### src/simple_sys_config.svh
`ifndef SIMPLE_SYS_CONFIG_SVH
`define SIMPLE_SYS_CONFIG_SVH

// SRAM depth in 32-bit words
`define RAM_WORDS 1024

// SRAM window, 4 kB
`define RAM_BASE 32'h0010_0000
`define RAM_MASK 32'hFFFF_F000

// Machine timer window, 1 kB
`define TIMER_BASE 32'h0003_0000
`define TIMER_MASK 32'hFFFF_FC00

`endif

### src/simple_sys_pkg.sv
package simple_sys_pkg;

  `include "simple_sys_config.svh"

  localparam int unsigned RAM_IDX_W = $clog2(`RAM_WORDS);

  // Timer register byte offsets inside the window
  localparam logic [9:0] MTIME_LO    = 10'h000;
  localparam logic [9:0] MTIME_HI    = 10'h004;
  localparam logic [9:0] MTIMECMP_LO = 10'h008;
  localparam logic [9:0] MTIMECMP_HI = 10'h00C;

  // Address as seen by the SRAM
  typedef struct packed {
    logic [29-RAM_IDX_W:0] tag;
    logic [RAM_IDX_W-1:0]  idx;
    logic [1:0]            off;
  } ram_addr_t;

  // Address as seen by a register block
  typedef struct packed {
    logic [21:0] tag;
    logic [7:0]  word;
    logic [1:0]  off;
  } reg_addr_t;

  typedef union packed {
    ram_addr_t ram;
    reg_addr_t regs;
  } bus_addr_u;

  typedef struct packed {
    logic        req;
    logic        we;
    logic [3:0]  be;
    bus_addr_u   addr;
    logic [31:0] wdata;
  } bus_req_t;

  typedef struct packed {
    logic        rvalid;
    logic [31:0] rdata;
    logic        err;
  } bus_rsp_t;

endpackage

### src/mtimer.sv
`timescale 1ns/1ps

module mtimer (
  input  logic                     clk_i,
  input  logic                     rst_n_i,
  input  simple_sys_pkg::bus_req_t req_i,
  output simple_sys_pkg::bus_rsp_t rsp_o,
  output logic                     timer_irq_o
);

  import simple_sys_pkg::*;

  logic [63:0] mtime_q;
  logic [63:0] mtimecmp_q;
  logic [9:0]  reg_off;
  logic        sel_time_lo;
  logic        sel_time_hi;
  logic        sel_cmp_lo;
  logic        sel_cmp_hi;
  logic        known;
  logic        wr;
  logic [31:0] rd_word;
  logic        irq_q;
  logic        rvalid_q;
  logic        err_q;
  logic [31:0] rdata_q;

  function automatic logic [31:0] merge_bytes(input logic [31:0] old_val,
                                              input logic [31:0] new_val,
                                              input logic [3:0]  be);
    logic [31:0] res;
    res = old_val;
    for (int i = 0; i < 4; i++) begin
      if (be[i]) begin
        res[8*i +: 8] = new_val[8*i +: 8];
      end
    end
    return res;
  endfunction

  // Byte offset of the addressed register
  assign reg_off     = {req_i.addr.regs.word, 2'b00};
  assign sel_time_lo = (reg_off == MTIME_LO);
  assign sel_time_hi = (reg_off == MTIME_HI);
  assign sel_cmp_lo  = (reg_off == MTIMECMP_LO);
  assign sel_cmp_hi  = (reg_off == MTIMECMP_HI);
  assign known       = sel_time_lo | sel_time_hi | sel_cmp_lo | sel_cmp_hi;
  assign wr          = req_i.req & req_i.we & known;

  // Count holds during a load, then resumes
  always_ff @(posedge clk_i or negedge rst_n_i) begin
    if (!rst_n_i) begin
      mtime_q <= '0;
    end else if (wr && sel_time_lo) begin
      mtime_q[31:0] <= merge_bytes(mtime_q[31:0], req_i.wdata, req_i.be);
    end else if (wr && sel_time_hi) begin
      mtime_q[63:32] <= merge_bytes(mtime_q[63:32], req_i.wdata, req_i.be);
    end else begin
      mtime_q <= mtime_q + 64'd1;
    end
  end

  // All ones keeps the interrupt quiet out of reset
  always_ff @(posedge clk_i or negedge rst_n_i) begin
    if (!rst_n_i) begin
      mtimecmp_q <= '1;
    end else if (wr && sel_cmp_lo) begin
      mtimecmp_q[31:0] <= merge_bytes(mtimecmp_q[31:0], req_i.wdata, req_i.be);
    end else if (wr && sel_cmp_hi) begin
      mtimecmp_q[63:32] <= merge_bytes(mtimecmp_q[63:32], req_i.wdata, req_i.be);
    end
  end

  always_comb begin
    case (reg_off)
      MTIME_LO:    rd_word = mtime_q[31:0];
      MTIME_HI:    rd_word = mtime_q[63:32];
      MTIMECMP_LO: rd_word = mtimecmp_q[31:0];
      MTIMECMP_HI: rd_word = mtimecmp_q[63:32];
      default:     rd_word = '0;
    endcase
  end

  always_ff @(posedge clk_i or negedge rst_n_i) begin
    if (!rst_n_i) begin
      irq_q    <= 1'b0;
      rvalid_q <= 1'b0;
      err_q    <= 1'b0;
    end else begin
      irq_q    <= (mtime_q >= mtimecmp_q);
      rvalid_q <= req_i.req;
      err_q    <= req_i.req & ~known;
    end
  end

  // Zero data for writes and bad offsets
  always_ff @(posedge clk_i) begin
    rdata_q <= (req_i.req && !req_i.we) ? rd_word : '0;
  end

  assign rsp_o.rvalid = rvalid_q;
  assign rsp_o.rdata  = rdata_q;
  assign rsp_o.err    = err_q;
  assign timer_irq_o  = irq_q;

endmodule

### config.mk
export PLATFORM = sky130hd
export DESIGN_NAME = mtimer
export DESIGN_NICKNAME = d
export VERILOG_FILES = /design/src/simple_sys_pkg.sv /design/src/mtimer.sv
export VERILOG_INCLUDE_DIRS = /design/src
export SDC_FILE = /design/constraint.sdc
export NUM_CORES = 1
export LEC_CHECK = 0
export BUFFER_PORTS_ARGS = -buffer_cell sky130_fd_sc_hd__buf_4
export CAP_MARGIN = 20
export CORE_MARGIN = 1
export CORE_UTILIZATION = 60
export DETAILED_ROUTE_END_ITERATION = 8
export PLACE_DENSITY = 0.91
export SLEW_MARGIN = 10
export SYNTH_ARGS = -nofsm -noshare
export SYNTH_HDL_FRONTEND = slang
export SYNTH_SLANG_ARGS = --single-unit
### constraint.sdc
create_clock -name clk_i -period 3.12 [get_ports clk_i]
set_input_delay 0.624 -clock clk_i [delete_from_list [all_inputs] [get_ports clk_i]]
set_output_delay 0.624 -clock clk_i [all_outputs]
set_load 0.01 [all_outputs]
Word level (Yosys, flattened, before mapping)
Cells that the tools add are included.
{ "classes": {"addsub": 1, "n_mul": 0, "div_mod_pow": 0, "magnitude_cmp": 1, "eq_ne": 12, "shifts": 0, "n_mux": 8, "bitwise": 9, "n_reduce_logical": 23} }
{ "ops": {"columns": ["op", "n"], "rows": [
  ["$pmux W32 S4", 1],
  ["$mux W32", 3],
  ["$add A64 B1 Y64 const B", 1],
  ["$ge A64 B64 Y1", 1],
  ["$mux W8", 4],
  ["$reduce_and A2 Y1", 12],
  ["$ne A2 B2 Y1 const B", 9],
  ["$eq A8 B2 Y1 const B", 2],
  ["$reduce_and A3 Y1", 4],
  ["$logic_not A10 Y1", 1],
  ["$eq A8 B1 Y1 const B", 1],
  ["$logic_and A1 B1 Y1", 5],
  ["$and A1 B1 Y1", 3],
  ["$not A1 Y1", 3],
  ["$or A1 B1 Y1", 3],
  ["$logic_not A1 Y1", 1]
]} }
{ "totals": {"reg_bits": 163, "latch_bits": 0, "mem_bits_rw": 0, "rom_bits": 0, "input_bits": 72, "output_inout_bits": 35, "memories": 0} }

Logic depth before layout (Yosys ltp)
{ "logic_depth": {"ltp_word": 8, "depth_mapped": 9, "mapped_depth_nobuf": 8} }

Worst setup path after synthesis
Ideal clock, no wire load.
{ "synth_path": {"kind": "input to register", "start": "input req_i[39] (netlist bit)", "end": "register mtime_q[40]", "setup_ns": 0.127, "arrival_ns": 2.453, "setup_slack_ns": 0.540, "cell_stages": 7, "path_cell_list": "or4_4 > or4_1 > buf_2 > buf_6 > a21oi_1 > a21oi_1 > o2bb2a_1"} }
{ "synth_via": {"elab_chain_cells": 8} }
{ "synth_rtl": {"columns": ["element", "line", "rtl"], "rows": [
  ["start, declared", "mtimer.sv:6", "input simple_sys_pkg::bus_req_t req_i,"],
  ["$eq A8 B1 Y1 or $logic_not A10 Y1 (tied branches)", "mtimer.sv:44, mtimer.sv:43", null],
  ["$or A1 B1 Y1 (3 in series)", "mtimer.sv:47", "assign known = sel_time_lo | sel_time_hi | sel_cmp_lo | sel_cmp_hi;"],
  ["$and A1 B1 Y1", "mtimer.sv:48", "assign wr = req_i.req & req_i.we & known;"],
  ["$logic_and A1 B1 Y1, on equally long branches", "mtimer.sv:56, mtimer.sv:54", null],
  ["$ne A2 B2 Y1 (no source line) or $not A1 Y1 (tied branches)", null, null],
  ["$reduce_and A2 Y1 (no source line)", null, null],
  ["end signal, assigned", "mtimer.sv:57", "mtime_q[63:32] <= merge_bytes(mtime_q[63:32], req_i.wdata, req_i.be);"],
  ["end signal, assigned", "mtimer.sv:59", "mtime_q <= mtime_q + 64'd1;"],
  ["end, declared", "mtimer.sv:13", "logic [63:0] mtime_q;"]
]} }
Parallel ways exist; a longest one is shown, timed or not.
A chain may end at the register's enable or synchronous reset.

Final worst setup path
{ "layout_path": {"start": "register mtimecmp_q[25]", "end": "register irq_q (netlist: timer_irq_o)"} }
{ "layout_via": {"elab_chain_cells": 1} }
{ "layout_rtl": {"columns": ["element", "line", "rtl"], "rows": [
  ["start, declared", "mtimer.sv:14", "logic [63:0] mtimecmp_q;"],
  ["start signal, assigned", "mtimer.sv:68", "mtimecmp_q[31:0] <= merge_bytes(mtimecmp_q[31:0], req_i.wdata, req_i.be);"],
  ["$ge A64 B64 Y1", "mtimer.sv:90", "irq_q <= (mtime_q >= mtimecmp_q);"],
  ["end signal, assigned", "mtimer.sv:90", null],
  ["end, declared", "mtimer.sv:23", "logic irq_q;"]
]} }
No other way between the ends.

==> parameters.txt <==
Parameter                              Value

Power and ir drop
  Clock power share ... 43.0%
  Part of the power in combinational logic ... 12.0%
  Internal cell power ... 3.87 mW
  Part of the power in registers ... 45.0%
  Leakage ... 4.76 nW
  Total design power ... 5.25 mW
  Max VDD drop ... 444 uV
  PwrDens ... 454 nW/um^2
  Net Sw Frac ... 26.2%
  Sw Pwr ... 1.37 mW

Placement
  HPWL reported at the end of detailed placement ... 19.8 mm
  Post-detailed-placement cell area ... 10900 um^2
  Number of I/O port buffers ... 82
  Global placement routability congestion ... 0.950

Yosys
  Top cells by area in the synthesized netlist ... sky130_fd_sc_hd__dfstp_2 (17%), sky130_fd_sc_hd__dfrtp_1 (17%), sky130_fd_sc_hd__ha_1 (8.2%), sky130_fd_sc_hd__mux2_2 (7.3%), sky130_fd_sc_hd__mux4_2 (7.3%)
  Share of synthesized area spent on multiplexers ... 15.0%
  Net count of the mapped netlist ... 1116
  Seq/Total Area, Yosys ... 40.4%
  Post-synthesis xor/xnor area fraction ... 0.0885%
  Most used DFF post-synth ... sky130_fd_sc_hd__dfrtp_1
  Distinct cell type count after synthesis ... 68
  #FFs+latches synth ... 163
  EDFF count, synth ... 0
  Post-synthesis share of cell area spent on and, or, nand and nor gates ... 18.9%
  Instance count of the mapped netlist ... 979
  Main combinational cell family by area after synthesis ... simple AND/OR/NAND/NOR gates
  Post-synthesis instance area ... 9900 um^2
  Synthesized area per cell ... 10.1 um^2
  Cell taking the most area after synthesis ... sky130_fd_sc_hd__dfstp_2
  Fraction of the mapped netlist area in adder cells ... 8.21%
  Synth async-reset ratio ... 80.4%
  Number of synthesis warnings ... 0
  Post-synth top area share ... 17.0%
  Area fraction in compound gates after synthesis ... 13.0%

Timing
  Sum of negative setup slack ... 0 ns
  Worst relative slew slack ... 20.0%
  Transition time at the pin with the least slew margin ... 1.19 ns
  Final-report hold violation count ... 0
  Share of the clock period used by the worst path after layout ... 89.3%
  Clock skew ... 0.00929 ns
  Number of pins exceeding their max-slew limit in the final report ... 0
  Final Critical Period ... 2.79 ns
  Worst hold slack after final layout ... 0.0658 ns
  RSZ-0062 raised after global routing ... false
  Count of endpoints failing setup in the final report ... 0
  Maximum frequency from static timing analysis ... 359 MHz

Critical path
  Worst endpoint data arrival time ... 3.06 ns
  Worst setup endpoint ... timer_irq_o$_DFF_PN0_
  Critical R2R Capture ... timer_irq_o$_DFF_PN0_
  Critical path class ... reg -> reg
  Largest fanout on the critical path ... 3
  R2R setup slack ... 0.33 ns
  Startpoint of the lowest-slack register-to-register path ... mtimecmp_q[25]$_DFFE_PN1P_
  Endpoint kind of the worst setup timing path ... flip-flop
  Critical path required time ... 3.40 ns
  Worst Setup SP ... mtimecmp_q[25]$_DFFE_PN1P_
  Crit start category ... flip-flop
  Worst-case reg-to-reg path depth ... 8

GRT
  Maximum number of pins on one net before global-route repair ... 78
  Number of global-route vias before repair ... 8635
  Initial antenna violation count ... 0
  Total global routing track utilization ... 35.4%
  First-pass GRT wire length ... 45.3 mm
  Global route total overflow ... 0

Clock tree
  Quantity of gates resized following cts ... 0
  Root Buffer ... sky130_fd_sc_hd__clkbuf_16
  CTS tree ... built
  Total clock buffers created by CTS ... 17
  Worst-skew pair later-pin latency ... 0.45 ns
  Max Buffers Root-to-Sink ... 2
  Clock H-tree levels ... 4
  CTS clk-pin slew, worst paths ... 0.06 ns
  Setup fix buffers added after clock tree synthesis ... 0
  Sinks on Clock Net ... 163
  Quantity of hold-fixing buffers added after cts ... 0

Die
  Area of the die ... 17000 um^2
  Area of the core ... 16000 um^2
  Number of top-level design ports ... 107
  Effective utilization at floorplan ... 61.9%
  Die W ... 130 um
  Die Span Y ... 130 um
  Std cell rows ... 46

Drt
  Initial detailed-routing violation count ... 1302
  Total routed wirelength ... 28.2 mm
  Via-per-instance ratio ... 6.80
  Number of vias in the routed layout ... 8849
  Drc violations ... 0
  Iteration count of the initial detailed-routing pass ... 7
  Final ANT Viol Nets ... 0
  DR WL/cell ... 21.7 um

Cells and area
  Layout overhead on the synthesized area ... 16.8%
  Count of antenna diodes in the layout ... 0
  Layout cells sized above 1 ... 30.9%
  # nets final ... 1210
  Post-route cell area ... 11600 um^2

Hold path
  Class of the worst hold path ... in -> async

Job
  Total of max-cap violations ... 0

Outcome
  Run status ... completed
-- how the worst min path moves through the flow --
stage | cells after the start | start | to | slack, ns
after global placement | 2 | mtimecmp_q[53]$_DFFE_PN1P_ | mtimecmp_q[53]$_DFFE_PN1P_ | 0.48
after detailed placement | 2 | mtimecmp_q[21]$_DFFE_PN1P_ | mtimecmp_q[21]$_DFFE_PN1P_ | 0.49
after CTS | 1 | rst_n_i | mtime_q[16]$_DFFE_PN0P_ | 0.07
final | 1 | rst_n_i | mtime_q[17]$_DFFE_PN0P_ | 0.07
after global routing | 1 | rst_n_i | rvalid_q$_DFF_PN0_ | 0.07
after floorplan | 0 | rst_n_i | err_q$_DFF_PN0_ | 0.33
-- area by class of cell --
class,count,area (um^2)
clock buffer,22,487
clock inverter,10,143
fill,1128,4440
inverter,68,255
multi-input combinational,706,5470
sequential,163,4000
tap,216,270
timing repair buffer,117,938
-- critical path: stages, from the launching register on --
cell and delay, ns:
sky130_fd_sc_hd__dfstp_2 0.55, sky130_fd_sc_hd__inv_1 0.05, sky130_fd_sc_hd__ha_1 0.30, sky130_fd_sc_hd__a21o_1 0.17, sky130_fd_sc_hd__nand3_1 0.11, sky130_fd_sc_hd__a2111oi_0 0.14, sky130_fd_sc_hd__a2111o_1 0.44, sky130_fd_sc_hd__a2111oi_0 0.61
sky130_fd_sc_hd__o21ai_0 0.26
-- cell usage in the layout (no fill, tap or decap), types with 4 or more instances in the layout --
cell type and instances:
sky130_fd_sc_hd__o211ai_1 7, sky130_fd_sc_hd__o311ai_0 9, sky130_fd_sc_hd__inv_1 68, sky130_fd_sc_hd__dfstp_2 64, sky130_fd_sc_hd__a21o_1 10, sky130_fd_sc_hd__o221a_2 7, sky130_fd_sc_hd__o21a_1 5, sky130_fd_sc_hd__and4_1 11
sky130_fd_sc_hd__nor2b_1 35, sky130_fd_sc_hd__dfxtp_1 32, sky130_fd_sc_hd__and2_1 9, sky130_fd_sc_hd__nand2_1 87, sky130_fd_sc_hd__mux4_2 32, sky130_fd_sc_hd__nor3_1 23, sky130_fd_sc_hd__nor2_1 56, sky130_fd_sc_hd__clkbuf_16 19
sky130_fd_sc_hd__mux2i_1 4, sky130_fd_sc_hd__nand3_1 40, sky130_fd_sc_hd__o22ai_1 10, sky130_fd_sc_hd__a31o_2 6, sky130_fd_sc_hd__ha_1 65, sky130_fd_sc_hd__nand4_1 32, sky130_fd_sc_hd__buf_12 5, sky130_fd_sc_hd__o21ai_0 32
sky130_fd_sc_hd__a211oi_1 10, sky130_fd_sc_hd__buf_4 111, sky130_fd_sc_hd__dfrtp_1 67, sky130_fd_sc_hd__mux2_2 64, sky130_fd_sc_hd__a21oi_1 55, sky130_fd_sc_hd__a311oi_1 12, sky130_fd_sc_hd__and3_1 24, sky130_fd_sc_hd__nor4_1 5
sky130_fd_sc_hd__or4_1 4
-- state kept, by name, indices dropped and copies added, names as in the netlist --
register     flops
err_q            1
mtime_q         64
mtimecmp_q      64
rdata_q         32
rvalid_q         1
timer_irq_o      1
-- cell families (layout without fill, tap and decap cells) --
kind of cell | count (synthesis) | after routing
flops | 163 | 163
fa+ha+maj | 65 | 65
xor+xnor | 1 | 1
simple gates | 352 | 352
compound gates | 188 | 188
buf+inv | 110 | 217
mux | 100 | 100
-- per-stage QoR --
step	std cells	util [%]	setup slack, ns
after detailed placement	1269	68.3	0.106
after floorplan	979	-	0.540
after global routing	1302	72.3	0.279
after global placement	1269	68.3	0.130
after CTS	1301	72.2	0.424
final	1302	72.3	0.333
-- cell usage after synthesis (all sizes together), types with 12 or more instances --
cell type,number
nand2,87
inv,68
dfrtp,67
ha,65
dfstp,64
mux2,64
nor2,57
a21oi,55
nand3,40
nor2b,35
nand4,33
dfxtp,32
mux4,32
o21ai,32
clkbuf,26
and3,24
nor3,24
buf,16
a311oi,13
a211oi,12
-- power groups by stage --
stage	clock, mW	combinational (mW)	sequential [mW]
final	2.26	0.632	2.36
after global placement	0	0.580	2.38
after detailed placement	0	0.613	2.39
after global routing	2.37	0.692	2.37
after floorplan	0	0.387	2.34
after CTS	2.26	0.624	2.35
-- routing by layer --
metal	track usage [%]	up-vias	routed length, um
li1	-	3832	-
met1	45.2	4283	10800
met5	0	-	0
met3	8.84	141	2820
met2	55.9	593	13300
met4	18.9	0	1270
Power figures use the tool's default switching activity.
