### config.mk
export PLATFORM = sky130hd
export DESIGN_NAME = bus_decode
export DESIGN_NICKNAME = d
export VERILOG_FILES = /design/src/simple_sys_pkg.sv /design/src/bus_decode.sv
export VERILOG_INCLUDE_DIRS = /design/src
export SDC_FILE = /design/constraint.sdc
export NUM_CORES = 1
export LEC_CHECK = 0
export BUFFER_PORTS_ARGS = -buffer_cell sky130_fd_sc_hd__buf_4
export CAP_MARGIN = 0
export CORE_AREA = 2 2 123 125
export CTS_BUF_LIST = sky130_fd_sc_hd__clkbuf_4 sky130_fd_sc_hd__clkbuf_8
export CTS_CLUSTER_DIAMETER = 80
export DETAILED_ROUTE_END_ITERATION = 10
export DIE_AREA = 0 0 125 127
export GPL_TIMING_DRIVEN = 0
export RECOVER_POWER = 25
export SYNTH_ARGS = -nofsm -noshare
export SYNTH_HDL_FRONTEND = slang
export SYNTH_SLANG_ARGS = --single-unit
### constraint.sdc
create_clock -name clk_i -period 2.7 [get_ports clk_i]
set_input_delay 0.135 -clock clk_i [delete_from_list [all_inputs] [get_ports clk_i]]
set_output_delay 0.135 -clock clk_i [all_outputs]
set_load 0.02 [all_outputs]
### src/simple_sys_config.svh
`ifndef SIMPLE_SYS_CONFIG_SVH
`define SIMPLE_SYS_CONFIG_SVH

// SRAM depth in 32-bit words
`define RAM_WORDS 1024

// SRAM window, 4 kB
`define RAM_BASE 32'h0010_0000
`define RAM_MASK 32'hFFFF_F000

// Machine timer window, 1 kB
`define TIMER_BASE 32'h0003_0000
`define TIMER_MASK 32'hFFFF_FC00

`endif

### src/simple_sys_pkg.sv
package simple_sys_pkg;

  `include "simple_sys_config.svh"

  localparam int unsigned RAM_IDX_W = $clog2(`RAM_WORDS);

  // Timer register byte offsets inside the window
  localparam logic [9:0] MTIME_LO    = 10'h000;
  localparam logic [9:0] MTIME_HI    = 10'h004;
  localparam logic [9:0] MTIMECMP_LO = 10'h008;
  localparam logic [9:0] MTIMECMP_HI = 10'h00C;

  // Address as seen by the SRAM
  typedef struct packed {
    logic [29-RAM_IDX_W:0] tag;
    logic [RAM_IDX_W-1:0]  idx;
    logic [1:0]            off;
  } ram_addr_t;

  // Address as seen by a register block
  typedef struct packed {
    logic [21:0] tag;
    logic [7:0]  word;
    logic [1:0]  off;
  } reg_addr_t;

  typedef union packed {
    ram_addr_t ram;
    reg_addr_t regs;
  } bus_addr_u;

  typedef struct packed {
    logic        req;
    logic        we;
    logic [3:0]  be;
    bus_addr_u   addr;
    logic [31:0] wdata;
  } bus_req_t;

  typedef struct packed {
    logic        rvalid;
    logic [31:0] rdata;
    logic        err;
  } bus_rsp_t;

endpackage

### src/bus_decode.sv
`timescale 1ns/1ps

`include "simple_sys_config.svh"

module bus_decode (
  input  logic                     clk_i,
  input  logic                     rst_n_i,
  input  simple_sys_pkg::bus_req_t host_req_i,
  output simple_sys_pkg::bus_rsp_t host_rsp_o,
  output simple_sys_pkg::bus_req_t ram_req_o,
  input  simple_sys_pkg::bus_rsp_t ram_rsp_i,
  output simple_sys_pkg::bus_req_t timer_req_o,
  input  simple_sys_pkg::bus_rsp_t timer_rsp_i
);

  import simple_sys_pkg::*;

  logic [31:0] addr;
  logic        ram_hit;
  logic        timer_hit;
  logic        sel_ram_q;
  logic        sel_timer_q;
  logic        miss_q;

  assign addr      = host_req_i.addr;
  assign ram_hit   = ((addr & `RAM_MASK) == `RAM_BASE);
  assign timer_hit = ((addr & `TIMER_MASK) == `TIMER_BASE);

  // Same payload to both, strobe only to the matching window
  always_comb begin
    ram_req_o       = host_req_i;
    ram_req_o.req   = host_req_i.req & ram_hit;
    timer_req_o     = host_req_i;
    timer_req_o.req = host_req_i.req & timer_hit;
  end

  // Remember where the response will come from
  always_ff @(posedge clk_i or negedge rst_n_i) begin
    if (!rst_n_i) begin
      sel_ram_q   <= 1'b0;
      sel_timer_q <= 1'b0;
      miss_q      <= 1'b0;
    end else begin
      sel_ram_q   <= host_req_i.req & ram_hit;
      sel_timer_q <= host_req_i.req & timer_hit;
      miss_q      <= host_req_i.req & ~ram_hit & ~timer_hit;
    end
  end

  always_comb begin
    if (sel_ram_q) begin
      host_rsp_o = ram_rsp_i;
    end else if (sel_timer_q) begin
      host_rsp_o = timer_rsp_i;
    end else if (miss_q) begin
      // Unmapped address answered here
      host_rsp_o.rvalid = 1'b1;
      host_rsp_o.rdata  = '0;
      host_rsp_o.err    = 1'b1;
    end else begin
      host_rsp_o = '0;
    end
  end

endmodule

Word level (Yosys, flattened, before mapping)
Index checks and enable logic that the tools add are counted.
{"block": "word_totals", "reg_bits": 3, "output_inout_bits": 174, "elab_cells": 14}
{"block": "op_classes", "n_eq_ne": 2, "n_mux": 3, "bitwise": 6}
{"operator": "$mux W34", "n": 3}
{"operator": "$eq A22 B8 Y1 const B", "n": 1}
{"operator": "$eq A20 B9 Y1 const B", "n": 1}
{"operator": "$and A1 B1 Y1", "n": 4}
{"operator": "$not A1 Y1", "n": 2}

Depth between registers and ports, before layout
Gate-level depths: netlist of the first run.
{"block": "logic_depth", "depth_word": 4, "ltp_mapped": 4, "depth_no_buf": 3}

Least setup slack after synthesis of the first run
OpenSTA, ideal clock, no wires.
{"block": "synth_timing", "kind": "input -> register", "from": "input port host_req_i[47] in the netlist's numbering", "to": "register sel_ram_q", "setup_time_ps": 185, "arrival_ps": 1593, "required_ps": 2515, "setup_slack_ps": 922, "cell_stages": 3, "n_path_buf": 0, "path_cell_list": "or4_4 > or4_4 > nor3_1"}
{"item": "from (decl)", "line_no": "bus_decode.sv:8", "source": "input simple_sys_pkg::bus_req_t host_req_i,"}
{"item": "to (signal assigned)", "line_no": "bus_decode.sv:44", "source": "sel_ram_q <= host_req_i.req & ram_hit;"}
{"item": "to (decl)", "line_no": "bus_decode.sv:21", "source": "logic sel_ram_q;"}

==> results of run 1 <==
==> routing by layer <==
| layer | GRT usage | up-vias | wire (um) |
|---|---|---|---|
| met5 | 0 | - | 0 |
| met4 | 0.0157 | 0 | 42 |
| met3 | 0.0184 | 4 | 698 |
| met2 | 0.163 | 142 | 4260 |
| met1 | 0.0742 | 944 | 2380 |
| li1 | - | 1103 | - |
==> cell type report <==
type / instances / area, um2 / share of cell area
clock buffers: 4 / 48.8 / 0.0132
flip-flops and latches: 3 / 75.1 / 0.0203
plain buffers: 145 / 1060 / 0.287
well taps: 184 / 230 / 0.0623
repair buffers: 267 / 1850 / 0.499
inverters: 1 / 3.75 / 0.00102
multi-input cells: 57 / 430 / 0.116
==> worst max-delay path, cell delays in order (launching register included) <==
cell,delay (ns)
dfrtp_1,0.40
nor2b_1,0.35
clkbuf_1,0.43
a22o_1,0.23
buf_4,0.15
==> per-stage QoR <==
| stage | utilization | instances | setup WS [ns] |
|---|---|---|---|
| floorplan | - | 206 | 0.922 |
| global placement | 0.263 | 656 | 0.941 |
| detailed placement | 0.263 | 656 | 0.881 |
| CTS | 0.267 | 661 | 0.702 |
| global route | 0.256 | 661 | 0.578 |
| finish | 0.256 | 661 | 0.794 |
==> state kept, by name, indices dropped and copies added (netlist names) <==
register / cells
miss_q: 1
sel_ram_q: 1
sel_timer_q: 1
==> power breakdown <==
| part | internal, uW | total (uW) | switching, uW |
|---|---|---|---|
| clock network | 111 | 141 | 30.2 |
| registers | 46.0 | 46.3 | 0.206 |
| logic | 316 | 560 | 244 |
| total | 473 | 748 | 275 |
==> layout by cell type (no fill, tap or decap), types with 3 or more instances in the layout <==
cell	Yosys	routed
clkbuf_1	5	48
a22o_1	31	31
nor3_1	3	3
dfrtp_1	3	3
o21ai_1	3	3
nand2_1	5	5
clkbuf_8	0	3
buf_4	138	361
==> worst paths after layout <==
check	to	slack, ns	start	cells after the start
max in group asynchronous	sel_ram_q	2.28	rst_n_i	2
min in group asynchronous	miss_q	0.27	rst_n_i	2
hold / removal	miss_q	0.15	host_req_i[69]	3
setup / recovery	host_rsp_o[20]	0.79	sel_timer_q	4
==> kinds of logic (layout without fill, tap and decap cells) <==
family,count (synthesis),count (layout),share of synthesized area
flops,3,3,0.0478
simple gates,19,19,0.0756
compound gates,38,38,0.198
buf+inv,146,417,0.678
==> repair_timing <==
action,4_1_cts,5_1_grt
hold buffers,1,0
endpoints found under the hold margin,3,0
setup endpoints to repair,0,0
==> impl_metrics.yaml, run 1 <==
clocking:
  cts_tree: "built"
  post-cts-setup-buffers: 0
  clock-root-buffer: "clkbuf_8"
  cts_sinks: 3
  clkSlewWorstSetupHoldPaths_ns: 0.03
  cts_resized: 0
  htree_num_levels: 1
  clock_path_buffers: 2
  numCtsBuffers: 3
synth:
  synth_edf_count: 0
  syn_area_per_cell_um2: 7.63
  yosys_warnings: 0
  ys_ff_latch: 3
  synth_top_area_cell: "buf_4"
  synthesis.nets: 346
  yosysMostFrequentCell: "buf_4"
  synthArstFlopShare: 1.00
  synth_common_cells: "138 x buf_4, 31 x a22o_1, 5 x clkbuf_1, 5 x nand2_1"
  synthesis.area_um2: 1570
  synth_ff_type: "dfrtp_1"
  synthCells: 206
  yosysSeqAreaShare: 0.0478
  yosys.area.top_type_share: 0.659
  yosys.cell_types.count: 20
  yosys-top-cells-area: "buf_4 66%, a22o_1 17%, dfrtp_1 4.8%"
placement:
  place_area_um2: 3800
  io_buffers: 266
  gp_congestion: 0.734
  place.detailed.hpwl_um: 6680
hold_path:
  min_path_type: "primary input to flip-flop"
cells_and_area:
  drive_gt1_frac: 0.774
  nets: 618
  final_cell_area_um2: 3700
  syn_to_final_growth_pct: 135
  nFillCells: 1651
  diodes: 0
die:
  die_y_um: 127
  die_area_um2: 15900
  core_area_um2: 14400
  io_pins: 314
  die_width_um: 125
  rows: 44
  initial_core_util: 0.109
timing:
  max_slew_margin: 0.637
  slew_viol_final: 0
  hold_violations: 0
  worst_slew_pin_slew_ns: 0.540
  setup_viol: 0
  fin_setup_tns_ns: 0
  whs_ns: 0.153
  fin_crit_sh: 0.706
  grt_setup_unrepaired: "false"
  fin_crit_ns: 1.91
  max_freq_ghz: 0.525
critical_path:
  arrival_ns: 1.77
  cp-start-kind: "flip-flop"
  cp-end-kind: "output port"
  crit_required_ns: 2.57
  worst-setup-path-type: "flip-flop to output port"
  cp_max_fo: 10
drt:
  wl_um: 7380
  routed-via-count: 2193
  drcViolationCount: 0
  ant_nets: 0
  avgRoutedWirePerCell_um: 11.2
  via_per_inst: 3.32
  first_pass_iters: 3
  drtIter0Drc: 20
global_route:
  grt_max_degree: 11
  grt_pass1_vias: 2044
  grt_first_pass_wirelength_um: 10100
  grt_util_all_layers: 0.0770
  antenna_found_initial: 0
  overflow: 0
pwr:
  p_per_area_nw_per_um2: 202
  vdd_drop_max_mv: 0.0972
  p_total_uw: 748
  p_leak_uw: 0.00203
run:
  cap_violations: 0
run_status:
  status: "finished, final reports clean"
(Power assumes the default switching activity.)
==> run 2, diff against run 1 <==
- CORE_AREA: 2 2 123 125 -> 2 2 121 123
- DIE_AREA: 0 0 125 127 -> 0 0 123 125
- clock period: 2.7 -> 1.7 ns (I/O delays scaled with it)
==> impl_metrics.yaml, run 2 (synthesis results as in run 1) <==
run_status:
  status: "finished, final reports clean"
pwr:
  p_leak_uw: 0.00206
  p_per_area_nw_per_um2: 317
  p_sw_frac: 0.364
  p_comb_frac: 0.751
  p_sw_uw: 430
  clkPwrFrac: 0.186
  p_int_uw: 751
  seqPwrFrac: 0.062
  vdd_drop_max_mv: 0.244
placement:
  io_buffers: 266
  place.detailed.hpwl_um: 6960
  dp.cells: 656
  gp_congestion: 0.817
drt:
  drcViolationCount: 0
  via_per_inst: 3.34
  drtIter0Drc: 32
  avgRoutedWirePerCell_um: 11.7
  ant_nets: 0
  wl_um: 7710
  routed-via-count: 2206
  first_pass_iters: 4
timing:
  worst_slew_pin_slew_ns: 0.389
  grt_setup_unrepaired: "false"
  fin_setup_tns_ns: 0
  max_freq_ghz: 0.610
  fin_crit_ns: 1.64
  fin_crit_sh: 0.964
  hold_violations: 0
  setup_viol: 0
  slew_viol_final: 0
  max_slew_margin: 0.738
critical_path:
  crit_required_ns: 1.62
  cp-end-kind: "output port"
  arrival_ns: 1.55
  cp_max_fo: 3
  cp-start-kind: "primary input"
  worst-setup-path-type: "primary input to output port"
die:
  rows: 44
  die_y_um: 125
  io_pins: 314
  die_area_um2: 15400
  die_width_um: 123
  core_area_um2: 14200
  initial_core_util: 0.111
clocking:
  post-cts-setup-buffers: 0
  clock-root-buffer: "clkbuf_8"
  cts_sinks: 3
  cts_tree: "built"
  numCtsBuffers: 3
  clock_path_buffers: 2
  htree_num_levels: 1
  clkSlewWorstSetupHoldPaths_ns: 0.03
global_route:
  grt_first_pass_wirelength_um: 10500
  grt_pass1_vias: 2088
  overflow: 0
  grt_max_degree: 11
  antenna_found_initial: 0
  grt_util_all_layers: 0.0858
cells_and_area:
  layout.cells.non_filler: 661
  diodes: 0
  reg_top3: "miss_q (1), sel_ram_q (1), sel_timer_q (1)"
  final_common_cell: "buf_4"
  nets: 618
  layout_common_cells: "362 x buf_4, 42 x clkbuf_1, 31 x a22o_1"
  syn_to_final_growth_pct: 137
  drive_gt1_frac: 0.795
hold_path:
  min_path_type: "primary input to flip-flop"
  worstHoldPathCells: 3
run:
  cap_violations: 0
[run 2: changes by cell type in the layout (fill, tap and decap cells not counted), sizes merged]
| cell | delta |
|---|---|
| clkbuf | -1 |
| buf | +1 |
[run 2: per-layer routing]
layer	part of all wire	vias up	GRT usage
met5	0	-	0
met4	0.0022	0	0.0140
met3	0.091	2	0.0160
met2	0.55	125	0.172
met1	0.36	973	0.0921
li1	-	1106	-
[run 2: what timing repair did]
action,in CTS,in global routing
cloned,0,0
hold endpoints to repair,3,0
gates resized for setup,11,2
setup endpoints to repair,33,2
hold buffers,1,0
[run 2: through the flow]
| stage | power (uW) | hold slack [ns] | instance area [um2] | utilization | worst slack [ns] |
|---|---|---|---|---|---|
| floorplan | 563 | -0.211 | 1580 | - | 0.151 |
| CTS | 1240 | 0.108 | 3880 | 0.273 | 0.00736 |
| detailed placement | 1010 | -0.124 | 3800 | 0.268 | -0.232 |
| global placement | 1010 | -0.125 | 3800 | 0.268 | -0.225 |
| global route | 1250 | 0.111 | 3730 | 0.263 | 0.000157 |
| finish | 1180 | 0.107 | 3730 | 0.263 | 0.0609 |
[run 2: worst max-delay path, stage by stage]
cell and delay, ns:
buf_4 0.12, or4_4 0.53, or4_4 0.44, nor3_2 0.21, buf_4 0.18
[run 2: cell type report]
class / count / area [um2]
fillers: 1606 / 10500
repair buffers: 267 / 1850
plain buffers: 145 / 1080
multi-input cells: 57 / 443
well taps: 184 / 230
flip-flops and latches: 3 / 75.1
clock buffers: 4 / 48.8
inverters: 1 / 3.75
[run 2: power by group through the flow]
stage	Sequential [uW]	Combinational [uW]	Clock, uW
6_report	73.6	888	220
5_1_grt	73.6	935	238
4_1_cts	73.7	940	228
3_5_place_dp	74.5	936	0
3_3_place_gp	74.5	931	0
2_1_floorplan	74.1	489	0
[run 2: final timing paths]
| kind | start | endpoint | slack [ns] |
|---|---|---|---|
| setup / recovery | host_req_i[47] | timer_req_o[69] | 0.06 |
| hold / removal | host_req_i[69] | miss_q | 0.11 |
| max in group asynchronous | rst_n_i | miss_q | 1.33 |
| min in group asynchronous | rst_n_i | sel_timer_q | 0.22 |
==> run 3, diff against run 2 <==
- CTS_BUF_LIST: sky130_fd_sc_hd__clkbuf_4 sky130_fd_sc_hd__clkbuf_8 -> unset
==> impl_metrics.yaml, run 3 (synthesis results as in run 1) <==
cells_and_area:
  final_util: 0.265
  nets: 618
  drive_gt1_frac: 0.792
  layout_common_cells: "362 x buf_4, 43 x clkbuf_1, 31 x a22o_1"
  syn_to_final_growth_pct: 139
  reg_top3: "miss_q (1), sel_ram_q (1), sel_timer_q (1)"
  diodes: 0
  final_common_cell: "buf_4"
  nFillCells: 1600
clocking:
  clock_path_buffers: 2
  cts_sinks: 3
  htree_num_levels: 1
  clock-root-buffer: "clkbuf_16"
  numCtsBuffers: 3
  cts_tree: "built"
  post-cts-setup-buffers: 0
  clkSlewWorstSetupHoldPaths_ns: 0.03
drt:
  drcViolationCount: 0
  routed-via-count: 2212
  avgRoutedWirePerCell_um: 11.7
  first_pass_iters: 4
  via_per_inst: 3.35
  ant_nets: 0
  drtIter0Drc: 33
  wl_um: 7730
pwr:
  vdd_drop_max_mv: 0.331
  p_per_area_nw_per_um2: 355
  p_total_uw: 1330
  p_leak_uw: 0.00207
timing:
  setup_viol: 0
  whs_ns: 0.0974
  worst_slew_pin_slew_ns: 0.389
  fin_crit_sh: 0.964
  grt_setup_unrepaired: "false"
  fin_crit_ns: 1.64
  slew_viol_final: 0
  max_freq_ghz: 0.610
  hold_violations: 0
  max_slew_margin: 0.738
die:
  die_area_um2: 15400
  io_pins: 314
  rows: 44
  core_area_um2: 14200
  die_width_um: 123
  initial_core_util: 0.111
  die_y_um: 125
global_route:
  grt_pass1_vias: 2087
  grt_util_all_layers: 0.0858
  antenna_found_initial: 0
  grt_max_degree: 11
  grt_first_pass_wirelength_um: 10500
  overflow: 0
critical_path:
  crit_required_ns: 1.62
  crit_path_top_delay_cell: "or4_4"
  cp_max_fo: 3
  cp-start-kind: "primary input"
  crit_chain: "buf_4 -> or4_4 -> or4_4 -> nor3_2 -> buf_4"
  worst-setup-path-type: "primary input to output port"
  arrival_ns: 1.55
  max_stage_delay_ns: 0.53
  cp-end-kind: "output port"
run_status:
  status: "finished, final reports clean"
hold_path:
  min_path_type: "primary input to flip-flop"
placement:
  io_buffers: 266
  place.detailed.hpwl_um: 6960
  gp_congestion: 0.817
run:
  cap_violations: 0
-- run 3: changes by cell type in the layout (fill, tap and decap cells not counted) --
| cell | delta |
|---|---|
| clkbuf_8 | -3 |
| clkbuf_1 | +1 |
| clkbuf_4 | -1 |
| clkbuf_16 | +3 |
-- run 3: critical path: cells and delay by family --
kind | cells | cell delay [ns]
buffers and inverters | 2 | 0.30
AND/OR/NAND/NOR | 3 | 1.18
-- run 3: per-stage QoR --
step | instances | setup TNS (ns) | area (um2) | worst slack (ns)
2_1_floorplan | 206 | 0 | 1580 | 0.151
3_3_place_gp | 656 | -4.67 | 3800 | -0.225
3_5_place_dp | 656 | -4.66 | 3800 | -0.232
4_1_cts | 661 | 0 | 3910 | 0.00270
5_1_grt | 661 | 0 | 3760 | 0.000157
6_report | 661 | 0 | 3760 | 0.0609
-- run 3: cell type report --
class / count / area, um2 / area share
multi-input cells: 57 / 443 / 0.118
clock buffers: 4 / 78.8 / 0.0210
inverters: 1 / 3.75 / 0.000999
plain buffers: 145 / 1080 / 0.287
flip-flops and latches: 3 / 75.1 / 0.0200
repair buffers: 267 / 1850 / 0.492
well taps: 184 / 230 / 0.0613
-- run 3: routing by layer --
layer | share of wire | GRT usage | vias up
met3 | 0.093 | 0.0173 | 5
li1 | - | - | 1106
met5 | 0 | 0 | -
met2 | 0.55 | 0.171 | 128
met4 | 0.0047 | 0.0120 | 0
met1 | 0.36 | 0.0924 | 973
-- run 3: worst paths after layout --
kind,start,end,depth (start not counted)
max,host_req_i[47],timer_req_o[69],5
min,host_req_i[69],miss_q,3
max in group asynchronous,rst_n_i,sel_ram_q,2
min in group asynchronous,rst_n_i,miss_q,2
-- run 3: where the power goes --
part	switching (uW)	internal, uW
clock	61.8	309
combinational	385	503
sequential	0.421	73.2
-- run 3: what timing repair did --
action                                  4_1_cts  5_1_grt
gates cloned                                  0        0
gates resized for setup                      11        2
endpoints found under the setup margin       33        2
hold buffers                                  1        0
endpoints found under the hold margin         3        0
